--- src/design/tlb_pkg.sv ---
package tlb_pkg;

    localparam int TLB_NUM   = 16;
    localparam int TLB_IDX_W = 4;
    localparam int ASID_W    = 10;
    localparam int VPPN_W    = 19;
    localparam int PPN_W     = 20;

    // Any other page size code means 4 MB
    localparam logic [5:0] PS_4K = 6'd12;

    typedef logic [ASID_W-1:0]    asid_t;
    typedef logic [VPPN_W-1:0]    vppn_t;
    typedef logic [PPN_W-1:0]     ppn_t;
    typedef logic [TLB_IDX_W-1:0] tlb_idx_t;
    typedef logic [31:0]          vaddr_t;
    typedef logic [31:0]          paddr_t;

    typedef struct packed {
        logic       v;
        logic       d;
        logic [1:0] mat;
        logic [1:0] plv;
        ppn_t       ppn;
    } tlb_page_t;

    typedef struct packed {
        logic       e;
        asid_t      asid;
        logic       g;
        logic [5:0] ps;
        vppn_t      vppn;
    } tlb_cmp_t;

    typedef struct packed {
        tlb_cmp_t  cmp;
        tlb_page_t even;
        tlb_page_t odd;
    } tlb_entry_t;

    typedef enum logic [2:0] {
        INV_ALL0       = 3'd0,
        INV_ALL1       = 3'd1,
        INV_GLOBAL     = 3'd2,
        INV_NONGLOBAL  = 3'd3,
        INV_ASID       = 3'd4,
        INV_ASID_VA    = 3'd5,
        INV_GORASID_VA = 3'd6
    } inv_op_e;

    // Selection flags broadcast to every entry
    typedef struct packed {
        logic  valid;
        logic  sel_g;
        logic  sel_nong;
        logic  need_asid;
        logic  need_vppn;
        logic  allow_g_or_asid;
        asid_t asid;
        vppn_t vppn;
    } inv_cmd_t;

    typedef struct packed {
        logic       hit;
        paddr_t     pa;
        logic       v;
        logic       d;
        logic [1:0] mat;
    } lookup_res_t;

endpackage

--- src/design/tlb_update.sv ---
`timescale 1ns/1ps

module tlb_update (
    input  logic                        clk,
    input  logic                        rstn,
    input  logic                        wr_valid,
    input  tlb_pkg::tlb_idx_t           wr_idx,
    input  logic                        inv_valid,
    input  tlb_pkg::inv_op_e            inv_op,
    input  tlb_pkg::asid_t              inv_asid,
    input  tlb_pkg::vppn_t              inv_vppn,
    output logic [tlb_pkg::TLB_NUM-1:0] wr_en,
    output tlb_pkg::inv_cmd_t           inv_cmd
);
    import tlb_pkg::*;

    always_comb begin
        wr_en = '0;
        if (wr_valid) begin
            wr_en[wr_idx] = 1'b1;
        end
    end

    // Write wins over a same-cycle invalidate
    always_comb begin
        inv_cmd       = '0;
        inv_cmd.valid = inv_valid & ~wr_valid;
        inv_cmd.asid  = inv_asid;
        inv_cmd.vppn  = inv_vppn;
        case (inv_op)
            INV_ALL0, INV_ALL1: begin
                inv_cmd.sel_g    = 1'b1;
                inv_cmd.sel_nong = 1'b1;
            end
            INV_GLOBAL:    inv_cmd.sel_g = 1'b1;
            INV_NONGLOBAL: inv_cmd.sel_nong = 1'b1;
            INV_ASID: begin
                inv_cmd.sel_nong  = 1'b1;
                inv_cmd.need_asid = 1'b1;
            end
            INV_ASID_VA: begin
                inv_cmd.sel_nong  = 1'b1;
                inv_cmd.need_asid = 1'b1;
                inv_cmd.need_vppn = 1'b1;
            end
            INV_GORASID_VA: begin
                inv_cmd.allow_g_or_asid = 1'b1;
                inv_cmd.need_vppn       = 1'b1;
            end
            // Reserved code selects nothing
            default: inv_cmd.valid = 1'b0;
        endcase
    end

endmodule

--- src/design/tlb_entry.sv ---
`timescale 1ns/1ps

module tlb_entry (
    input  logic                clk,
    input  logic                rstn,
    input  logic                stall,
    input  logic                lu_req,
    input  tlb_pkg::vaddr_t     lu_va,
    input  tlb_pkg::asid_t      csr_asid,
    input  tlb_pkg::vppn_t      srch_vppn,
    input  logic                wr_en,
    input  tlb_pkg::tlb_entry_t wr_entry,
    input  tlb_pkg::inv_cmd_t   inv_cmd,
    output logic                lu_hit_q,
    output tlb_pkg::paddr_t     lu_pa_q,
    output tlb_pkg::tlb_page_t  lu_page_q,
    output logic                srch_match
);
    import tlb_pkg::*;

    tlb_entry_t ent;
    tlb_entry_t cur;
    logic       e_q;
    logic       is_4k;
    vppn_t      vppn_mask;
    logic       asid_ok;
    logic       lu_hit;
    logic       lu_odd;
    tlb_page_t  lu_page;
    paddr_t     lu_pa;
    logic       inv_asid_eq;
    logic       inv_sel;
    logic       inv_hit;

    always_ff @(posedge clk) begin
        if (wr_en) begin
            ent <= wr_entry;
        end
    end

    always_ff @(posedge clk or negedge rstn) begin
        if (!rstn) begin
            e_q <= 1'b0;
        end else if (wr_en) begin
            e_q <= wr_entry.cmp.e;
        end else if (inv_hit) begin
            e_q <= 1'b0;
        end
    end

    always_comb begin
        cur       = ent;
        cur.cmp.e = e_q;
    end

    // 4 MB pages only compare the upper 10 vppn bits
    assign is_4k     = (cur.cmp.ps == PS_4K);
    assign vppn_mask = is_4k ? '1 : {{(VPPN_W-9){1'b1}}, 9'b0};
    assign asid_ok   = cur.cmp.g | (cur.cmp.asid == csr_asid);

    assign lu_hit  = lu_req & cur.cmp.e & asid_ok
                   & (((cur.cmp.vppn ^ lu_va[31:13]) & vppn_mask) == '0);
    assign lu_odd  = is_4k ? lu_va[12] : lu_va[21];
    assign lu_page = lu_odd ? cur.odd : cur.even;
    assign lu_pa   = is_4k ? {lu_page.ppn, lu_va[11:0]}
                           : {lu_page.ppn[PPN_W-1:9], lu_va[20:0]};

    assign srch_match = cur.cmp.e & asid_ok
                      & (((cur.cmp.vppn ^ srch_vppn) & vppn_mask) == '0);

    assign inv_asid_eq = (cur.cmp.asid == inv_cmd.asid);
    assign inv_sel     = inv_cmd.allow_g_or_asid ? (cur.cmp.g | inv_asid_eq)
                       : ((cur.cmp.g ? inv_cmd.sel_g : inv_cmd.sel_nong)
                          & (~inv_cmd.need_asid | inv_asid_eq));
    assign inv_hit     = inv_cmd.valid & cur.cmp.e & inv_sel
                       & (~inv_cmd.need_vppn
                          | (((cur.cmp.vppn ^ inv_cmd.vppn) & vppn_mask) == '0));

    // Stage 1, zeroed on a miss so the merge can OR
    always_ff @(posedge clk or negedge rstn) begin
        if (!rstn) begin
            lu_hit_q  <= 1'b0;
            lu_pa_q   <= '0;
            lu_page_q <= '0;
        end else if (!stall) begin
            lu_hit_q  <= lu_hit;
            lu_pa_q   <= lu_hit ? lu_pa : '0;
            lu_page_q <= lu_hit ? lu_page : '0;
        end
    end

endmodule

--- src/design/tlb_hit_merge.sv ---
`timescale 1ns/1ps

module tlb_hit_merge (
    input  logic                        clk,
    input  logic                        rstn,
    input  logic                        stall,
    input  logic                        lu_req,
    input  logic [tlb_pkg::TLB_NUM-1:0] lu_hit_vec,
    input  tlb_pkg::paddr_t             lu_pa_vec [tlb_pkg::TLB_NUM],
    input  tlb_pkg::tlb_page_t          lu_page_vec [tlb_pkg::TLB_NUM],
    input  logic                        srch_valid,
    input  logic [tlb_pkg::TLB_NUM-1:0] srch_match_vec,
    output logic                        lu_valid,
    output tlb_pkg::lookup_res_t        lu_res,
    output logic                        srch_done,
    output logic                        srch_hit,
    output tlb_pkg::tlb_idx_t           srch_idx
);
    import tlb_pkg::*;

    logic       lu_req_q;
    paddr_t     pa_or;
    logic [3:0] attr_or;
    tlb_idx_t   srch_sel;

    // At most one entry hits, misses are all zero
    always_comb begin
        pa_or   = '0;
        attr_or = '0;
        for (int i = 0; i < TLB_NUM; i++) begin
            pa_or   = pa_or | lu_pa_vec[i];
            attr_or = attr_or | {lu_page_vec[i].v, lu_page_vec[i].d, lu_page_vec[i].mat};
        end
    end

    // Lowest index wins
    always_comb begin
        srch_sel = '0;
        for (int i = TLB_NUM - 1; i >= 0; i--) begin
            if (srch_match_vec[i]) begin
                srch_sel = tlb_idx_t'(i);
            end
        end
    end

    always_ff @(posedge clk or negedge rstn) begin
        if (!rstn) begin
            lu_req_q <= 1'b0;
            lu_valid <= 1'b0;
            lu_res   <= '0;
        end else if (!stall) begin
            lu_req_q   <= lu_req;
            lu_valid   <= lu_req_q;
            lu_res.hit <= |lu_hit_vec;
            lu_res.pa  <= pa_or;
            lu_res.v   <= attr_or[3];
            lu_res.d   <= attr_or[2];
            lu_res.mat <= attr_or[1:0];
        end
    end

    // Search runs regardless of stall
    always_ff @(posedge clk or negedge rstn) begin
        if (!rstn) begin
            srch_done <= 1'b0;
            srch_hit  <= 1'b0;
            srch_idx  <= '0;
        end else begin
            srch_done <= srch_valid;
            if (srch_valid) begin
                srch_hit <= |srch_match_vec;
                srch_idx <= srch_sel;
            end
        end
    end

endmodule

--- src/design/tlb_top.sv ---
`timescale 1ns/1ps

module tlb_top (
    input  logic                 clk,
    input  logic                 rstn,
    input  logic                 stall,
    input  logic                 lu_req,
    input  tlb_pkg::vaddr_t      lu_va,
    output logic                 lu_valid,
    output tlb_pkg::lookup_res_t lu_res,
    input  tlb_pkg::asid_t       csr_asid,
    input  logic                 wr_valid,
    input  tlb_pkg::tlb_idx_t    wr_idx,
    input  tlb_pkg::tlb_entry_t  wr_entry,
    input  logic                 inv_valid,
    input  tlb_pkg::inv_op_e     inv_op,
    input  tlb_pkg::asid_t       inv_asid,
    input  tlb_pkg::vppn_t       inv_vppn,
    input  logic                 srch_valid,
    input  tlb_pkg::vppn_t       srch_vppn,
    output logic                 srch_done,
    output logic                 srch_hit,
    output tlb_pkg::tlb_idx_t    srch_idx
);
    import tlb_pkg::*;

    logic [TLB_NUM-1:0] wr_en;
    inv_cmd_t           inv_cmd;
    logic [TLB_NUM-1:0] lu_hit_vec;
    paddr_t             lu_pa_vec [TLB_NUM];
    tlb_page_t          lu_page_vec [TLB_NUM];
    logic [TLB_NUM-1:0] srch_match_vec;

    tlb_update u_update (
        .clk      (clk),
        .rstn     (rstn),
        .wr_valid (wr_valid),
        .wr_idx   (wr_idx),
        .inv_valid(inv_valid),
        .inv_op   (inv_op),
        .inv_asid (inv_asid),
        .inv_vppn (inv_vppn),
        .wr_en    (wr_en),
        .inv_cmd  (inv_cmd)
    );

    for (genvar i = 0; i < TLB_NUM; i++) begin : g_entry
        tlb_entry u_entry (
            .clk       (clk),
            .rstn      (rstn),
            .stall     (stall),
            .lu_req    (lu_req),
            .lu_va     (lu_va),
            .csr_asid  (csr_asid),
            .srch_vppn (srch_vppn),
            .wr_en     (wr_en[i]),
            .wr_entry  (wr_entry),
            .inv_cmd   (inv_cmd),
            .lu_hit_q  (lu_hit_vec[i]),
            .lu_pa_q   (lu_pa_vec[i]),
            .lu_page_q (lu_page_vec[i]),
            .srch_match(srch_match_vec[i])
        );
    end

    tlb_hit_merge u_merge (
        .clk           (clk),
        .rstn          (rstn),
        .stall         (stall),
        .lu_req        (lu_req),
        .lu_hit_vec    (lu_hit_vec),
        .lu_pa_vec     (lu_pa_vec),
        .lu_page_vec   (lu_page_vec),
        .srch_valid    (srch_valid),
        .srch_match_vec(srch_match_vec),
        .lu_valid      (lu_valid),
        .lu_res        (lu_res),
        .srch_done     (srch_done),
        .srch_hit      (srch_hit),
        .srch_idx      (srch_idx)
    );

endmodule

--- config.mk ---
export PLATFORM = sky130hd
export DESIGN_NAME = tlb_top
export DESIGN_NICKNAME = d
export VERILOG_FILES = /design/src/design/tlb_pkg.sv /design/src/design/tlb_update.sv /design/src/design/tlb_entry.sv /design/src/design/tlb_hit_merge.sv /design/src/design/tlb_top.sv
export SDC_FILE = /design/constraint.sdc
export NUM_CORES = 2
export LEC_CHECK = 0
export ABC_AREA = 1
export BUFFER_PORTS_ARGS = -buffer_cell sky130_fd_sc_hd__buf_4
export CAP_MARGIN = 20
export CORE_ASPECT_RATIO = 0.6
export CORE_UTILIZATION = 52
export CTS_BUF_LIST = sky130_fd_sc_hd__clkbuf_16
export DETAILED_ROUTE_END_ITERATION = 6
export PLACE_DENSITY = 0.68
export SLEW_MARGIN = 20
export SYNTH_ARGS = -nofsm -noshare
export SYNTH_HDL_FRONTEND = slang
export SYNTH_SLANG_ARGS = --single-unit
--- constraint.sdc ---
create_clock -name clk -period 5.45 [get_ports clk]
set_input_delay 0.545 -clock clk [delete_from_list [all_inputs] [get_ports clk]]
set_output_delay 0.545 -clock clk [all_outputs]
set_load 0.1 [all_outputs]
==> flow_summary.yaml <==
synthesis:
  ys_seq_elements: 1997
  ys_seq_area_frac: 0.655
  syn-cell-area_um2: 86600
  synth_edf_count: 1344
  syn_nets: 7406
  syn-mean-instance-area_um2: 12.0
  syn-instance-count: 7213
  synth.distinct_cells: 61
  ys.flop_type: "edfxtp_1"
  ys_async_sr_fraction: 0.327
  yosysWarnings: 0
pwr:
  pwr-share-comb: 0.073
  p_total_w: 0.0315
  p_sw_w: 0.00760
  clock_power_share: 0.400
  pwr-share-seq: 0.528
  vdd_ir_drop_max_mv: 0.216
  swShare: 0.241
  p_leak_nw: 36.9
  p_per_area_nw_per_um2: 327
  p_int_w: 0.0239
clocking:
  clk_pin_slew_worst_paths_ns: 0.06
  post_cts_buffers: 0
  cts_hold_buf: 13
  cts_tree: "built"
  clk_path_buf_depth: 4
  cts-root-buf: "clkbuf_16"
  cts_made_buffers: 189
  cts_resized: 0
  worstSkewPairLatency_ns: 0.85
  cts-htree-levels: 4
  clock_sinks: 1997
sta:
  rsz0062_at_grt: "false"
  drv_slew: 0
  setup_tns_ns: 0
  clock_skew_ns: 0.0624
  worst_slew_pin_slew_ns: 1.26
  min_period_ns: 3.63
  fin_crit_sh: 0.667
  hold_viol: 0
  fmax_mhz: 275
  slew_headroom: 0.151
  hold_slack_ns: 0.0468
  setup_viol: 0
placed_design:
  gp_congestion: 1.01
  numPlacedInstances: 9392
  dp_hpwl_um: 177000
  portBuffers: 232
  postPlaceCellArea_um2: 90400
grt:
  grt_pass1_vias: 58500
  overflow: 0
  grt_start_max_net_pins: 169
  grtUsageTotal: 0.332
  antenna_found_initial: 17
  grt_pass1_wl_um: 405000
finish:
  nets: 7566
  drive_gt1_frac: 0.0954
  fillers: 13200
  area_growth_pct: 11.3
  final_cell_area_um2: 96400
  fin_cells: 9759
worst_setup_path:
  critical_path_required_ns: 6.15
  end_kind: "flop"
  crit_type: "reg2reg"
  cp.arrival_ns: 4.34
  worstPathMaxFanout: 25
  crit_path_start_kind: "flop"
  cp-startpoint: "g_entry[14].u_entry.cur[56]"
  timing.rr.start: "g_entry[14].u_entry.cur[56]"
floorplanning:
  dieArea_um2: 168000
  initial_utilization: 0.526
  ios: 237
  fp.dieH_um: 318
  fp.dieW_um: 529
  rows: 115
  core_area_um2: 165000
detailed_routing:
  viasPerCell: 6.32
  num_vias: 61700
  ant_nets: 0
  dr.pass1.iters: 7
  wire_per_inst_um: 29.0
  drt_wl_total_um: 283000
  drt-initial-drc-count: 8877
  drc: 0
hold_path:
  min_path_type: "in2reg"
  min_from: "wr_entry[43]"
job:
  drv_cap: 0
run_status:
  status: "finished, final reports clean"
## synth_stat cells, drive strengths merged, types with 123 or more instances
cell	count	area, um2
nor3	273	1380
o21ai	451	2260
nor4	192	1240
buf	179	1040
nor2	275	1030
nand2	1074	4050
nand4	176	1110
edfxtp	1344	40400
o22ai	343	2150
clkbuf	216	815
inv	443	1660
mux2i	240	2400
dfrtp	653	16300
xor2	476	4170
xnor2	268	2350
o31ai	123	923
## metrics by stage
step	setup WS, ns	utilization
5_1_grt	1.74	0.585
2_1_floorplan	-1.88	-
3_5_place_dp	1.47	0.549
4_1_cts	1.93	0.585
6_report	1.82	0.585
3_3_place_gp	1.52	0.549
## flip-flops by register name (all words and copies together) (netlist names)
register	count
g_entry.u_entry.cur	1344
g_entry.u_entry.e_q	16
g_entry.u_entry.lu_hit_q	16
g_entry.u_entry.lu_pa_q	512
g_entry.u_entry.lu_page_q	64
u_merge.lu_req_q	1
u_merge.lu_res	37
u_merge.lu_valid	1
u_merge.srch_done	1
u_merge.srch_hit	1
u_merge.srch_idx	4
## worst paths after layout
path | to | slack, ns | cells past startpoint
max in group asynchronous | g_entry[10].u_entry.lu_pa_q[8] | 3.75 | 3
min | g_entry[8].u_entry.cur[43] | 0.05 | 1
max | g_entry[14].u_entry.lu_pa_q[27] | 1.82 | 7
min in group asynchronous | g_entry[14].u_entry.lu_pa_q[12] | 0.25 | 2
max reg2reg | g_entry[14].u_entry.lu_pa_q[27] | 1.82 | 7
min reg2reg | g_entry[9].u_entry.lu_pa_q[16] | 0.48 | 2
## kinds of logic after synthesis
| group | count (synthesis) | share of synthesized area |
|---|---|---|
| simple gates | 2173 | 0.114 |
| flops | 1997 | 0.655 |
| compound gates | 1196 | 0.0864 |
| buf+inv | 863 | 0.0417 |
| xor+xnor | 744 | 0.0753 |
| mux | 240 | 0.0277 |
## layer usage
metal  up-vias  GRT usage  routed length, um
li1      26200          -                  -
met1     30600      0.504             118000
met2      4273      0.450             115000
met3       623      0.112              41900
met4         6     0.0969               8340
met5         -    0.00199                 63
## cell usage in the layout (no fill, tap or decap), types with 13 or more instances in the layout
| cell | instances |
|---|---|
| buf_4 | 341 |
| and2_1 | 16 |
| clkbuf_16 | 193 |
| dlygate4sd3_1 | 13 |
| o31ai_1 | 123 |
| xnor2_1 | 268 |
| o2111ai_1 | 35 |
| dfrtp_1 | 653 |
| o32ai_1 | 28 |
| nand2_1 | 1047 |
| nand4_1 | 174 |
| clkinv_2 | 34 |
| nand2_2 | 27 |
| o21ai_0 | 449 |
| or2_2 | 41 |
| a211oi_1 | 29 |
| nor4_1 | 187 |
| nor2_1 | 267 |
| nand3_1 | 105 |
| xor2_1 | 476 |
| a221oi_1 | 42 |
| o22ai_1 | 343 |
| inv_1 | 486 |
| clkinv_1 | 67 |
| a21oi_1 | 83 |
| mux2i_1 | 240 |
| edfxtp_1 | 1344 |
| nor3_1 | 262 |
## power groups by stage
stage	Combinational (W)	Sequential [W]	Clock (W)
6_report	0.00228	0.0166	0.0126
5_1_grt	0.00238	0.0166	0.0133
4_1_cts	0.00221	0.0166	0.0127
3_5_place_dp	0.00220	0.0169	0
3_3_place_gp	0.00216	0.0169	0
2_1_floorplan	0.00110	0.0171	0
## final cells by class
type,count,area (um2),share of cell area
inverter,468,1760,0.0183
antenna,10,25.0,0.000260
timing repair buffer,364,2880,0.0299
tap,2223,2780,0.0289
sequential,1997,56700,0.588
clock buffer,193,4830,0.0501
multi-input combinational,4353,26500,0.275
clock inverter,151,930,0.00965
## worst max-delay path, stage by stage (launching register included)
cell       delay (ns)
edfxtp_1         0.46
xor2_1           0.18
nor4_1           0.41
nand4_1          0.37
a2111oi_2        0.67
nand2_2          0.70
buf_4            0.48
o21ai_0          0.20
(Power assumes the default switching activity.)
